==> src/pow5_pkg.sv <==
// Shared widths, counter limit, scan divider, segment codes, stream and status structs, scan enum
`default_nettype none

package pow5_pkg;

    // ------------------------------------------------------------------------
    // Datapath sizing
    // ------------------------------------------------------------------------

    // Operand and result width, results wrap modulo 2^12
    localparam int data_w = 12;

    // Operand counter runs 0 .. max_operand then wraps
    localparam int max_operand = 5;
    localparam int cnt_w       = $clog2(max_operand + 1);

    // Each digit stays lit for 2^scan_div_w cycles
    localparam int scan_div_w = 2;

    // ------------------------------------------------------------------------
    // Seven-segment codes
    // ------------------------------------------------------------------------

    // Bit order abcdefgh, active low, h is the dot
    localparam logic [7:0] seg_blank = 8'b1111_1111;

    // Hex glyphs indexed by nibble, dot kept off
    localparam logic [15:0][7:0] seg_hex = {
        8'b0111_0001,   // F
        8'b0110_0001,   // E
        8'b1000_0101,   // d
        8'b0110_0011,   // C
        8'b1100_0001,   // b
        8'b0001_0001,   // A
        8'b0000_1001,   // 9
        8'b0000_0001,   // 8
        8'b0001_1111,   // 7
        8'b0100_0001,   // 6
        8'b0100_1001,   // 5
        8'b1001_1001,   // 4
        8'b0000_1101,   // 3
        8'b0010_0101,   // 2
        8'b1001_1111,   // 1
        8'b0000_0011    // 0
    };

    // ------------------------------------------------------------------------
    // Bundled signals
    // ------------------------------------------------------------------------

    // One beat of a valid/ready stream, ready travels separately
    typedef struct packed {
        logic              vld;
        logic [data_w-1:0] data;
    } stream_t;

    // Pipeline register: operand kept alongside the running power
    typedef struct packed {
        logic              vld;
        logic [data_w-1:0] x;
        logic [data_w-1:0] p;
    } pipe_stage_t;

    // Handshake levels, field order matches the LED order left to right
    typedef struct packed {
        logic up_vld;
        logic up_rdy;
        logic down_vld;
        logic down_rdy;
    } status_t;

    // What the display shows; blank bit 3 is the leftmost digit
    typedef struct packed {
        logic [15:0] number;
        logic [3:0]  blank;
    } display_t;

    // Scan state, leftmost digit first
    typedef enum logic [1:0] {
        DIG3,
        DIG2,
        DIG1,
        DIG0
    } digit_sel_e;

endpackage

`default_nettype wire

==> src/demo_control.sv <==
// Key synchronizer, handshake decode, operand counter, display assembly and status drive
`timescale 1ns/10ps
`default_nettype none

module demo_control import pow5_pkg::*; (
    input  logic        slow_clk,
    input  logic        rst,
    input  logic [3:0]  key_sw,
    input  logic        up_rdy,
    input  stream_t     down,
    output stream_t     up,
    output logic        down_rdy,
    output status_t     status,
    output display_t    disp
);

    // ------------------------------------------------------------------------
    // Key synchronizer
    // ------------------------------------------------------------------------

    // Keys are active low, so idle level is all ones
    logic [3:0] key_meta;
    logic [3:0] key_sync;

    // Two flops, reset to "nothing pressed"
    always_ff @(posedge slow_clk or posedge rst) begin
        if (rst) begin
            key_meta <= 4'b1111;
            key_sync <= 4'b1111;
        end else begin
            key_meta <= key_sw;
            key_sync <= key_meta;
        end
    end

    // ------------------------------------------------------------------------
    // Operand counter
    // ------------------------------------------------------------------------

    logic [cnt_w-1:0] cnt;
    logic             up_xfer;

    // Upstream beat accepted on this edge
    assign up_xfer = up.vld && up_rdy;

    always_ff @(posedge slow_clk or posedge rst) begin
        if (rst) begin
            cnt <= '0;
        end else if (up_xfer) begin
            // Wrap after the last operand
            if (cnt == cnt_w'(max_operand))
                cnt <= '0;
            else
                cnt <= cnt + 1'b1;
        end
    end

    // ------------------------------------------------------------------------
    // Handshake decode and outputs
    // ------------------------------------------------------------------------

    always_comb begin
        // Either left key offers operands
        up.vld   = (key_sync[3:2] != 2'b11);
        up.data  = data_w'(cnt);
        // Ready by default, dropped by either right key
        down_rdy = (key_sync[1:0] == 2'b11);
    end

    // LED levels, inverted at the top
    always_comb begin
        status.up_vld   = up.vld;
        status.up_rdy   = up_rdy;
        status.down_vld = down.vld;
        status.down_rdy = down_rdy;
    end

    // Operand nibble on the left, 12-bit result on the right three digits
    always_comb begin
        disp.number = {up.data[3:0], down.data};
        disp.blank  = {~up_rdy, {3{~down.vld}}};
    end

    // ------------------------------------------------------------------------
    // Checks
    // ------------------------------------------------------------------------

    // Counter stays inside the operand range
    a_cnt_range: assert property (
        @(posedge slow_clk) disable iff (rst)
        cnt <= cnt_w'(max_operand)
    );

    // Offered operand held until the pipeline takes it
    a_up_hold: assert property (
        @(posedge slow_clk) disable iff (rst)
        (up.vld && !up_rdy) |=> $stable(up.data)
    );

endmodule

`default_nettype wire

==> src/pow5_demo_top.sv <==
// Board top: control, fifth-power pipeline, display scanner and LED drive
`timescale 1ns/10ps
`default_nettype none

module pow5_demo_top import pow5_pkg::*; (
    input  logic       slow_clk,
    input  logic       rst,
    input  logic [3:0] key_sw,
    output logic [3:0] led,
    output logic [7:0] abcdefgh,
    output logic [3:0] digit
);

    // ------------------------------------------------------------------------
    // Interconnect
    // ------------------------------------------------------------------------

    stream_t  up;
    stream_t  down;
    logic     up_rdy;
    logic     down_rdy;
    status_t  status;
    display_t disp;

    // Keys, operand source, status and display content
    demo_control i_control (
        .slow_clk (slow_clk),
        .rst      (rst),
        .key_sw   (key_sw),
        .up_rdy   (up_rdy),
        .down     (down),
        .up       (up),
        .down_rdy (down_rdy),
        .status   (status),
        .disp     (disp)
    );

    // x^5 modulo 2^data_w
    pow5_pipeline i_pipeline (
        .slow_clk (slow_clk),
        .rst      (rst),
        .up       (up),
        .down_rdy (down_rdy),
        .up_rdy   (up_rdy),
        .down     (down)
    );

    // Time-multiplexed hex display
    seven_seg_scan i_display (
        .slow_clk (slow_clk),
        .rst      (rst),
        .disp     (disp),
        .abcdefgh (abcdefgh),
        .digit    (digit)
    );

    // LEDs are active low, leftmost shows upstream valid
    assign led = ~{status.up_vld, status.up_rdy, status.down_vld, status.down_rdy};

endmodule

`default_nettype wire

==> src/pow5_pipeline.sv <==
// Three-stage fifth-power pipeline with valid/ready on both sides and a shared stall
`timescale 1ns/10ps
`default_nettype none

module pow5_pipeline import pow5_pkg::*; (
    input  logic    slow_clk,
    input  logic    rst,
    input  stream_t up,
    input  logic    down_rdy,
    output logic    up_rdy,
    output stream_t down
);

    // ------------------------------------------------------------------------
    // Stage registers
    // ------------------------------------------------------------------------

    pipe_stage_t s1;
    pipe_stage_t s2;
    pipe_stage_t s3;

    // Whole pipe moves when the output slot is free or being taken
    logic advance;

    assign advance = !s3.vld || down_rdy;

    // Upstream ready is the shared advance, so only an output bubble is squeezed out
    assign up_rdy = advance;

    // ------------------------------------------------------------------------
    // Stage 1: keep x, form x^2
    // ------------------------------------------------------------------------

    always_ff @(posedge slow_clk or posedge rst) begin
        if (rst) begin
            s1 <= '0;
        end else if (advance) begin
            // Empty input slot turns into a bubble
            s1.vld <= up.vld;
            s1.x   <= up.data;
            s1.p   <= data_w'(up.data * up.data);
        end
    end

    // ------------------------------------------------------------------------
    // Stage 2: square again for x^4
    // ------------------------------------------------------------------------

    always_ff @(posedge slow_clk or posedge rst) begin
        if (rst) begin
            s2 <= '0;
        end else if (advance) begin
            s2.vld <= s1.vld;
            s2.x   <= s1.x;
            // Truncation at each step keeps the result modulo 2^data_w
            s2.p   <= data_w'(s1.p * s1.p);
        end
    end

    // ------------------------------------------------------------------------
    // Stage 3: one more x for x^5
    // ------------------------------------------------------------------------

    always_ff @(posedge slow_clk or posedge rst) begin
        if (rst) begin
            s3 <= '0;
        end else if (advance) begin
            s3.vld <= s2.vld;
            s3.x   <= s2.x;
            s3.p   <= data_w'(s2.p * s2.x);
        end
    end

    // Output beat straight from the last register
    always_comb begin
        down.vld  = s3.vld;
        down.data = s3.p;
    end

    // ------------------------------------------------------------------------
    // Checks
    // ------------------------------------------------------------------------

    // Result held while downstream stalls
    a_down_hold: assert property (
        @(posedge slow_clk) disable iff (rst)
        (down.vld && !down_rdy) |=> $stable(down)
    );

endmodule

`default_nettype wire

==> src/seven_seg_scan.sv <==
// Four-digit seven-segment scanner with hex decode and per-digit blanking
`timescale 1ns/10ps
`default_nettype none

module seven_seg_scan import pow5_pkg::*; (
    input  logic       slow_clk,
    input  logic       rst,
    input  display_t   disp,
    output logic [7:0] abcdefgh,
    output logic [3:0] digit
);

    // ------------------------------------------------------------------------
    // Scan timing
    // ------------------------------------------------------------------------

    logic [scan_div_w-1:0] div_cnt;
    digit_sel_e            sel;
    digit_sel_e            sel_next;

    // Next digit in the fixed left-to-right order
    always_comb begin
        case (sel)
            DIG3:    sel_next = DIG2;
            DIG2:    sel_next = DIG1;
            DIG1:    sel_next = DIG0;
            default: sel_next = DIG3;
        endcase
    end

    // Digit changes when the divider rolls over
    always_ff @(posedge slow_clk or posedge rst) begin
        if (rst) begin
            div_cnt <= '0;
            sel     <= DIG3;
        end else begin
            div_cnt <= div_cnt + 1'b1;
            if (&div_cnt)
                sel <= sel_next;
        end
    end

    // ------------------------------------------------------------------------
    // Nibble select, decode and blanking
    // ------------------------------------------------------------------------

    logic [3:0] nibble;
    logic       blank;

    always_comb begin
        case (sel)
            DIG3: begin
                nibble = disp.number[15:12];
                blank  = disp.blank[3];
                digit  = 4'b0111;
            end
            DIG2: begin
                nibble = disp.number[11:8];
                blank  = disp.blank[2];
                digit  = 4'b1011;
            end
            DIG1: begin
                nibble = disp.number[7:4];
                blank  = disp.blank[1];
                digit  = 4'b1101;
            end
            default: begin
                nibble = disp.number[3:0];
                blank  = disp.blank[0];
                digit  = 4'b1110;
            end
        endcase
    end

    // Blanked digit shows all segments off, dot included
    assign abcdefgh = blank ? seg_blank : seg_hex[nibble];

    // Exactly one digit driven at any time
    a_digit_onehot: assert property (
        @(posedge slow_clk) disable iff (rst)
        $onehot(~digit)
    );

endmodule

`default_nettype wire

==> config.mk <==
export PLATFORM = sky130hd
export DESIGN_NAME = pow5_demo_top
export DESIGN_NICKNAME = d
export VERILOG_FILES = /design/src/pow5_pkg.sv /design/src/demo_control.sv /design/src/pow5_demo_top.sv /design/src/pow5_pipeline.sv /design/src/seven_seg_scan.sv
export SDC_FILE = /design/constraint.sdc
export NUM_CORES = 1
export LEC_CHECK = 0
export BUFFER_PORTS_ARGS = -buffer_cell sky130_fd_sc_hd__buf_4
export CORE_AREA = 5 5 75 111
export CTS_CLUSTER_DIAMETER = 200
export DETAILED_ROUTE_END_ITERATION = 6
export DIE_AREA = 0 0 80 116
export GPL_ROUTABILITY_DRIVEN = 0
export HOLD_SLACK_MARGIN = 0.08
export PLACE_DENSITY = 0.73
export SLEW_MARGIN = 40
export SYNTH_ARGS = -nofsm -noshare
export SYNTH_HDL_FRONTEND = slang
export SYNTH_SLANG_ARGS = --single-unit
export TNS_END_PERCENT = 30
==> constraint.sdc <==
create_clock -name slow_clk -period 4.75 [get_ports slow_clk]
set_input_delay 0 -clock slow_clk [delete_from_list [all_inputs] [get_ports slow_clk]]
set_output_delay 0 -clock slow_clk [all_outputs]
set_load 0.05 [all_outputs]
# After elaboration in Yosys (flattened, before gate mapping)
# Memories as Yosys holds them, arrays and structs flattened.
# Cells that the tools add are included.
totals:
  mem_bits_ro: 128
  mem_count: 1
  regBits: 60
  in_bits: 6
  out_inout_bits: 16
classes:
  n_eq_ne: 5
  reduce_logical: 5
  bitwise_logic: 3
  order_cmp: 1
  mux: 7
  n_mul: 3
  addsub: 2
memory_table:
  columns: ["name", "depth", "word_bits", "read_ports", "rd_ports_with_merged_regs", "write_ports", "line", "text"]
  rows:
  - ["(name not given)", 16, 8, 1, 0, 0, "seven_seg_scan.sv:76", "assign abcdefgh = blank ? seg_blank : seg_hex[nibble];"]
ops:
  columns: ["cell", "count"]
  rows:
  - ["$pmux 4 s3", 2]
  - ["$mux 8", 2]
  - ["$mul 12x12->12", 1]
  - ["$mul 12x3->12", 1]
  - ["$mul 3x3->6", 1]
  - ["$pmux 2 s3", 1]
  - ["$lt 4x5->1 const B", 1]
  - ["$eq 2x2->1 const B", 2]
  - ["$not 4->4", 1]
  - ["$add 3x1->3 const B", 1]
  - ["$eq 3x3->1 const B", 1]
  - ["$mux 3", 1]
  - ["$add 2x1->2 const B", 1]
  - ["$eq 2x1->1 const B", 1]
  - ["$logic_not 2->1", 1]
  - ["$ne 2x2->1 const B", 1]
  - ["$not 1->1", 2]
  - ["$reduce_and 2->1", 1]
  - ["$logic_and 1x1->1", 1]
  - ["$logic_not 1->1", 1]
  - ["$logic_or 1x1->1", 1]
  - ["$mux 1", 1]

# Logic depth before layout (Yosys ltp)
logic_depth:
  depth_word: 5
  mapped_depth: 17
  depth_no_buf: 17

# Hierarchy
# From an unflattened synthesis, not the netlist that was laid out.
unflattened:
  cells_unflattened: 922
  area_unflattened_um2: 8189.1
modules_own_cells:
  columns: ["mod", "seq_area_each_um2", "n_inst", "cells_each", "area_each_um2"]
  rows:
  - ["pow5_pipeline", 1451.4, 1, 783, 6907.9]
  - ["seven_seg_scan", 100.1, 1, 80, 658.1]
  - ["demo_control", 285.3, 1, 55, 608.1]
  - ["pow5_demo_top", 0.0, 1, 4, 15.0]

# Worst setup path after synthesis
# OpenSTA, ideal clock, no wires.
synth_timing:
  path_type: "register to register"
  from: "register i_pipeline.s1[2] in the netlist's numbering"
  to: "register i_pipeline.s2[11] in the netlist's numbering"
  synth_period_minus_slack_ns: 3.552
  t_arrival_ns: 3.417
  setup_ns: 0.135
  slack_ns: 1.198
  stages_incl_launch_ff: 18
  cell_sequence: "dfrtp_1 > nand2_1 > fa_1 > inv_1 > ha_1 > inv_1 > fa_1 > inv_1 > ha_1 > inv_1 > fa_1 > inv_1 > ha_1 > nand2_1 > o211ai_1 > a31oi_1 > xnor2_1 > o21ai_0"
synth_via:
  elab_chain_cells: 1
synth_rtl:
  columns: ["element", "line", "text"]
  rows:
  - ["start: declaration", "pow5_pipeline.sv:18", "pipe_stage_t s1;"]
  - ["$mul 12x12->12", "pow5_pipeline.sv:56", "s2.p <= data_w'(s1.p * s1.p);"]
  - ["end: declaration", "pow5_pipeline.sv:19", "pipe_stage_t s2;"]
# Every way passes these cells.
# A chain may end at the register's enable or synchronous reset.

# Worst setup path after layout
# Ends and elaborated chain as after synthesis.

==> results.json <==
{
  "layout_commonest_cell": "nand2_1",
  "layout.nets": 537,
  "ant_nets": 0,
  "die_w_um": 80,
  "cp-end-kind": "flop",
  "worstMarginPinSlew_ns": 0.810,
  "slew_headroom": 0.454,
  "crit_fanout": 7,
  "timing.rr.start": "i_pipeline.s1[2]",
  "outcome": "finished clean",
  "grt_start_max_net_pins": 51,
  "final_util": 0.601,
  "ys_warn_count": 0,
  "io_buffers": 20,
  "die_h_um": 116,
  "drive_gt1_frac": 0.111,
  "fin_cells": 568,
  "ioPinCount": 22,
  "antenna_found_initial": 0,
  "seq_area_frac_synth": 0.319,
  "power_density_mw_per_mm2": 557,
  "syn_area_mm2": 0.00396,
  "grt_usage": 0.181,
  "grt_pass1_vias": 2986,
  "routed_wl_um": 7450,
  "maxClockFrequency_mhz": 253,
  "dp.cells": 555,
  "setup_tns_ns": 0,
  "max-vdd-ir-drop_v": 0.000306,
  "synth-seq-cells": 50,
  "path_clk_slew_ns": 0.09,
  "rows": 38,
  "setup_viol": 0,
  "required_ns": 4.94,
  "whs_ns": 0.333,
  "grt_pass1_wl_um": 13400,
  "crit_type": "flop to flop",
  "gr-total-overflow": 0,
  "rsz0062_at_grt": "false",
  "start_util": 0.548,
  "wire_per_inst_um": 13.1,
  "cts_tree": "yes",
  "post-route-period-util": 0.831,
  "avgSynthCellArea_um2": 8.93,
  "vias": 2934,
  "design.die.area_mm2": 0.00928,
  "slew_viol_final": 0,
  "dr.pass1.iters": 4,
  "clk_latency_ns": 0.31,
  "cts.sinks": 50,
  "drt_iter0_drc": 150,
  "clock_skew_ns": 0.0107,
  "drc_errors": 0,
  "cp.arrival_ns": 4.14,
  "syn-instance-count": 443,
  "maxCapViolations": 0,
  "via_per_inst": 5.17,
  "htree_levels": 2,
  "synth_cell_types": 51,
  "clock_path_buffers": 2,
  "mostFrequentLayoutCells": "nand2_1, inv_1, ha_1, dfrtp_1, buf_4",
  "crit_start": "i_pipeline.s1[2]",
  "start_kind": "flop",
  "hp-start": "key_sw[0]",
  "ctsResizeCount": 0,
  "hp-class": "input port to flop",
  "cts_buffers": 5,
  "area_growth_pct": 9.77,
  "core_mm2": 0.00723,
  "dp_hpwl_um": 5850,
  "fin_crit_ns": 3.95,
  "cts-root-buf": "clkbuf_8",
  "diodes": 0,
  "finalHoldViolCount": 0,
  "p_leak_nw": 2.24
}
-- routing by layer --
metal | track usage | vias up | wire length (um)
li1 | - | 1465 | -
met5 | 0 | - | 0
met4 | 0.0812 | 0 | 244
met2 | 0.355 | 40 | 4240
met1 | 0.193 | 1415 | 2840
met3 | 0.0148 | 14 | 126
-- registers in the layout (all words and copies together), names as in the netlist --
signal	cells
i_pipeline.s1	8
i_control.cnt	3
i_display.div_cnt	2
i_pipeline.s2	14
i_display.sel	2
i_control.key_sync	4
i_control.key_meta	4
i_pipeline.down	13
-- cell type report --
class | instances | area (um2)
repair buffers | 27 | 215
multi-input cells | 320 | 2380
fillers | 672 | 2880
inverters | 63 | 239
clock buffers | 6 | 82.6
well taps | 100 | 125
flip-flops and latches | 50 | 1260
clock inverters | 2 | 38.8
-- worst max-delay path: stages, from the launching register on --
cell	delay, ns
dfrtp_1	0.49
nand2_1	0.13
fa_1	0.45
inv_1	0.07
ha_1	0.13
inv_1	0.04
fa_1	0.47
inv_1	0.04
ha_1	0.26
inv_1	0.05
fa_1	0.54
inv_1	0.05
ha_1	0.23
nor3_1	0.24
o211ai_1	0.15
a31oi_1	0.24
xnor2_1	0.14
o21ai_0	0.08
-- logic make-up (layout without fill, tap and decap cells) --
group / count (synthesis) / count (layout) / share of synthesized area
xor+xnor: 16 / 16 / 0.0392
compound gates: 63 / 63 / 0.106
fa+ha+maj: 64 / 64 / 0.238
other cells: 2 / 9 / 0.00190
flops: 50 / 50 / 0.319
buf+inv: 80 / 98 / 0.0860
simple gates: 159 / 159 / 0.186
mux: 9 / 9 / 0.0240
-- timing repair --
action / in CTS / in global routing
hold endpoints to repair: 46 / 0
hold buffers: 5 / 0
buffers inserted: 0 / 0
-- final timing paths --
path	slack, ns	cells past startpoint	end
max	0.80	17	i_pipeline.s2[11]
min	0.33	2	i_control.key_meta[0]
max reg2reg	0.80	17	i_pipeline.s2[11]
min reg2reg	0.36	0	i_control.key_sync[3]
max in group asynchronous	3.99	3	i_pipeline.down[11]
min in group asynchronous	0.34	3	i_display.sel[1]
-- per-stage QoR --
stage	area (um2)	setup slack [ns]	power, mW
5_1_grt	4340	0.573	2.66
4_1_cts	4340	0.833	2.45
6_report	4340	0.801	2.42
2_1_floorplan	3980	1.20	1.82
3_5_place_dp	4170	0.859	2.12
3_3_place_gp	4170	1.07	2.04
-- Yosys cell counts (all sizes together) --
| cell type | instances | area (um2) |
|---|---|---|
| a2111oi | 1 | 8.76 |
| a211oi | 2 | 15.0 |
| a21o | 4 | 30.0 |
| a21oi | 16 | 87.6 |
| a221o | 1 | 10.0 |
| a222oi | 2 | 20.0 |
| a22oi | 2 | 15.0 |
| a311oi | 1 | 8.76 |
| a31oi | 3 | 18.8 |
| and2 | 14 | 90.1 |
| and3 | 1 | 6.26 |
| buf | 10 | 77.6 |
| clkbuf | 7 | 26.3 |
| conb | 2 | 7.51 |
| dfrtp | 42 | 1050 |
| dfstp | 8 | 210 |
| fa | 19 | 380 |
| ha | 45 | 563 |
| inv | 63 | 236 |
| mux2 | 4 | 45.0 |
| mux2i | 5 | 50.1 |
| nand2 | 93 | 364 |
| nand2b | 5 | 31.3 |
| nand3 | 10 | 50.1 |
| nand3b | 2 | 15.0 |
| nand4 | 1 | 6.26 |
| nand4b | 1 | 8.76 |
| nor2 | 15 | 56.3 |
| nor2b | 5 | 31.3 |
| nor3 | 5 | 25.0 |
| nor3b | 4 | 30.0 |
| o2111ai | 1 | 8.76 |
| o211ai | 5 | 37.5 |
| o21a | 4 | 30.0 |
| o21ai | 15 | 78.8 |
| o21bai | 2 | 15.0 |
| o221ai | 2 | 17.5 |
| o31a | 1 | 8.76 |
| o31ai | 1 | 7.51 |
| or3 | 2 | 12.5 |
| or4b | 1 | 10.0 |
| xnor2 | 10 | 87.6 |
| xor2 | 6 | 67.6 |
-- power by group --
part | switching (mW) | leakage, nW | internal [mW]
Combinational | 0.816 | 1.57 | 0.548
Sequential | 0.174 | 0.614 | 0.566
Clock | 0.143 | 0.0618 | 0.173
No activity file was read; power rests on OpenSTA's default activity.
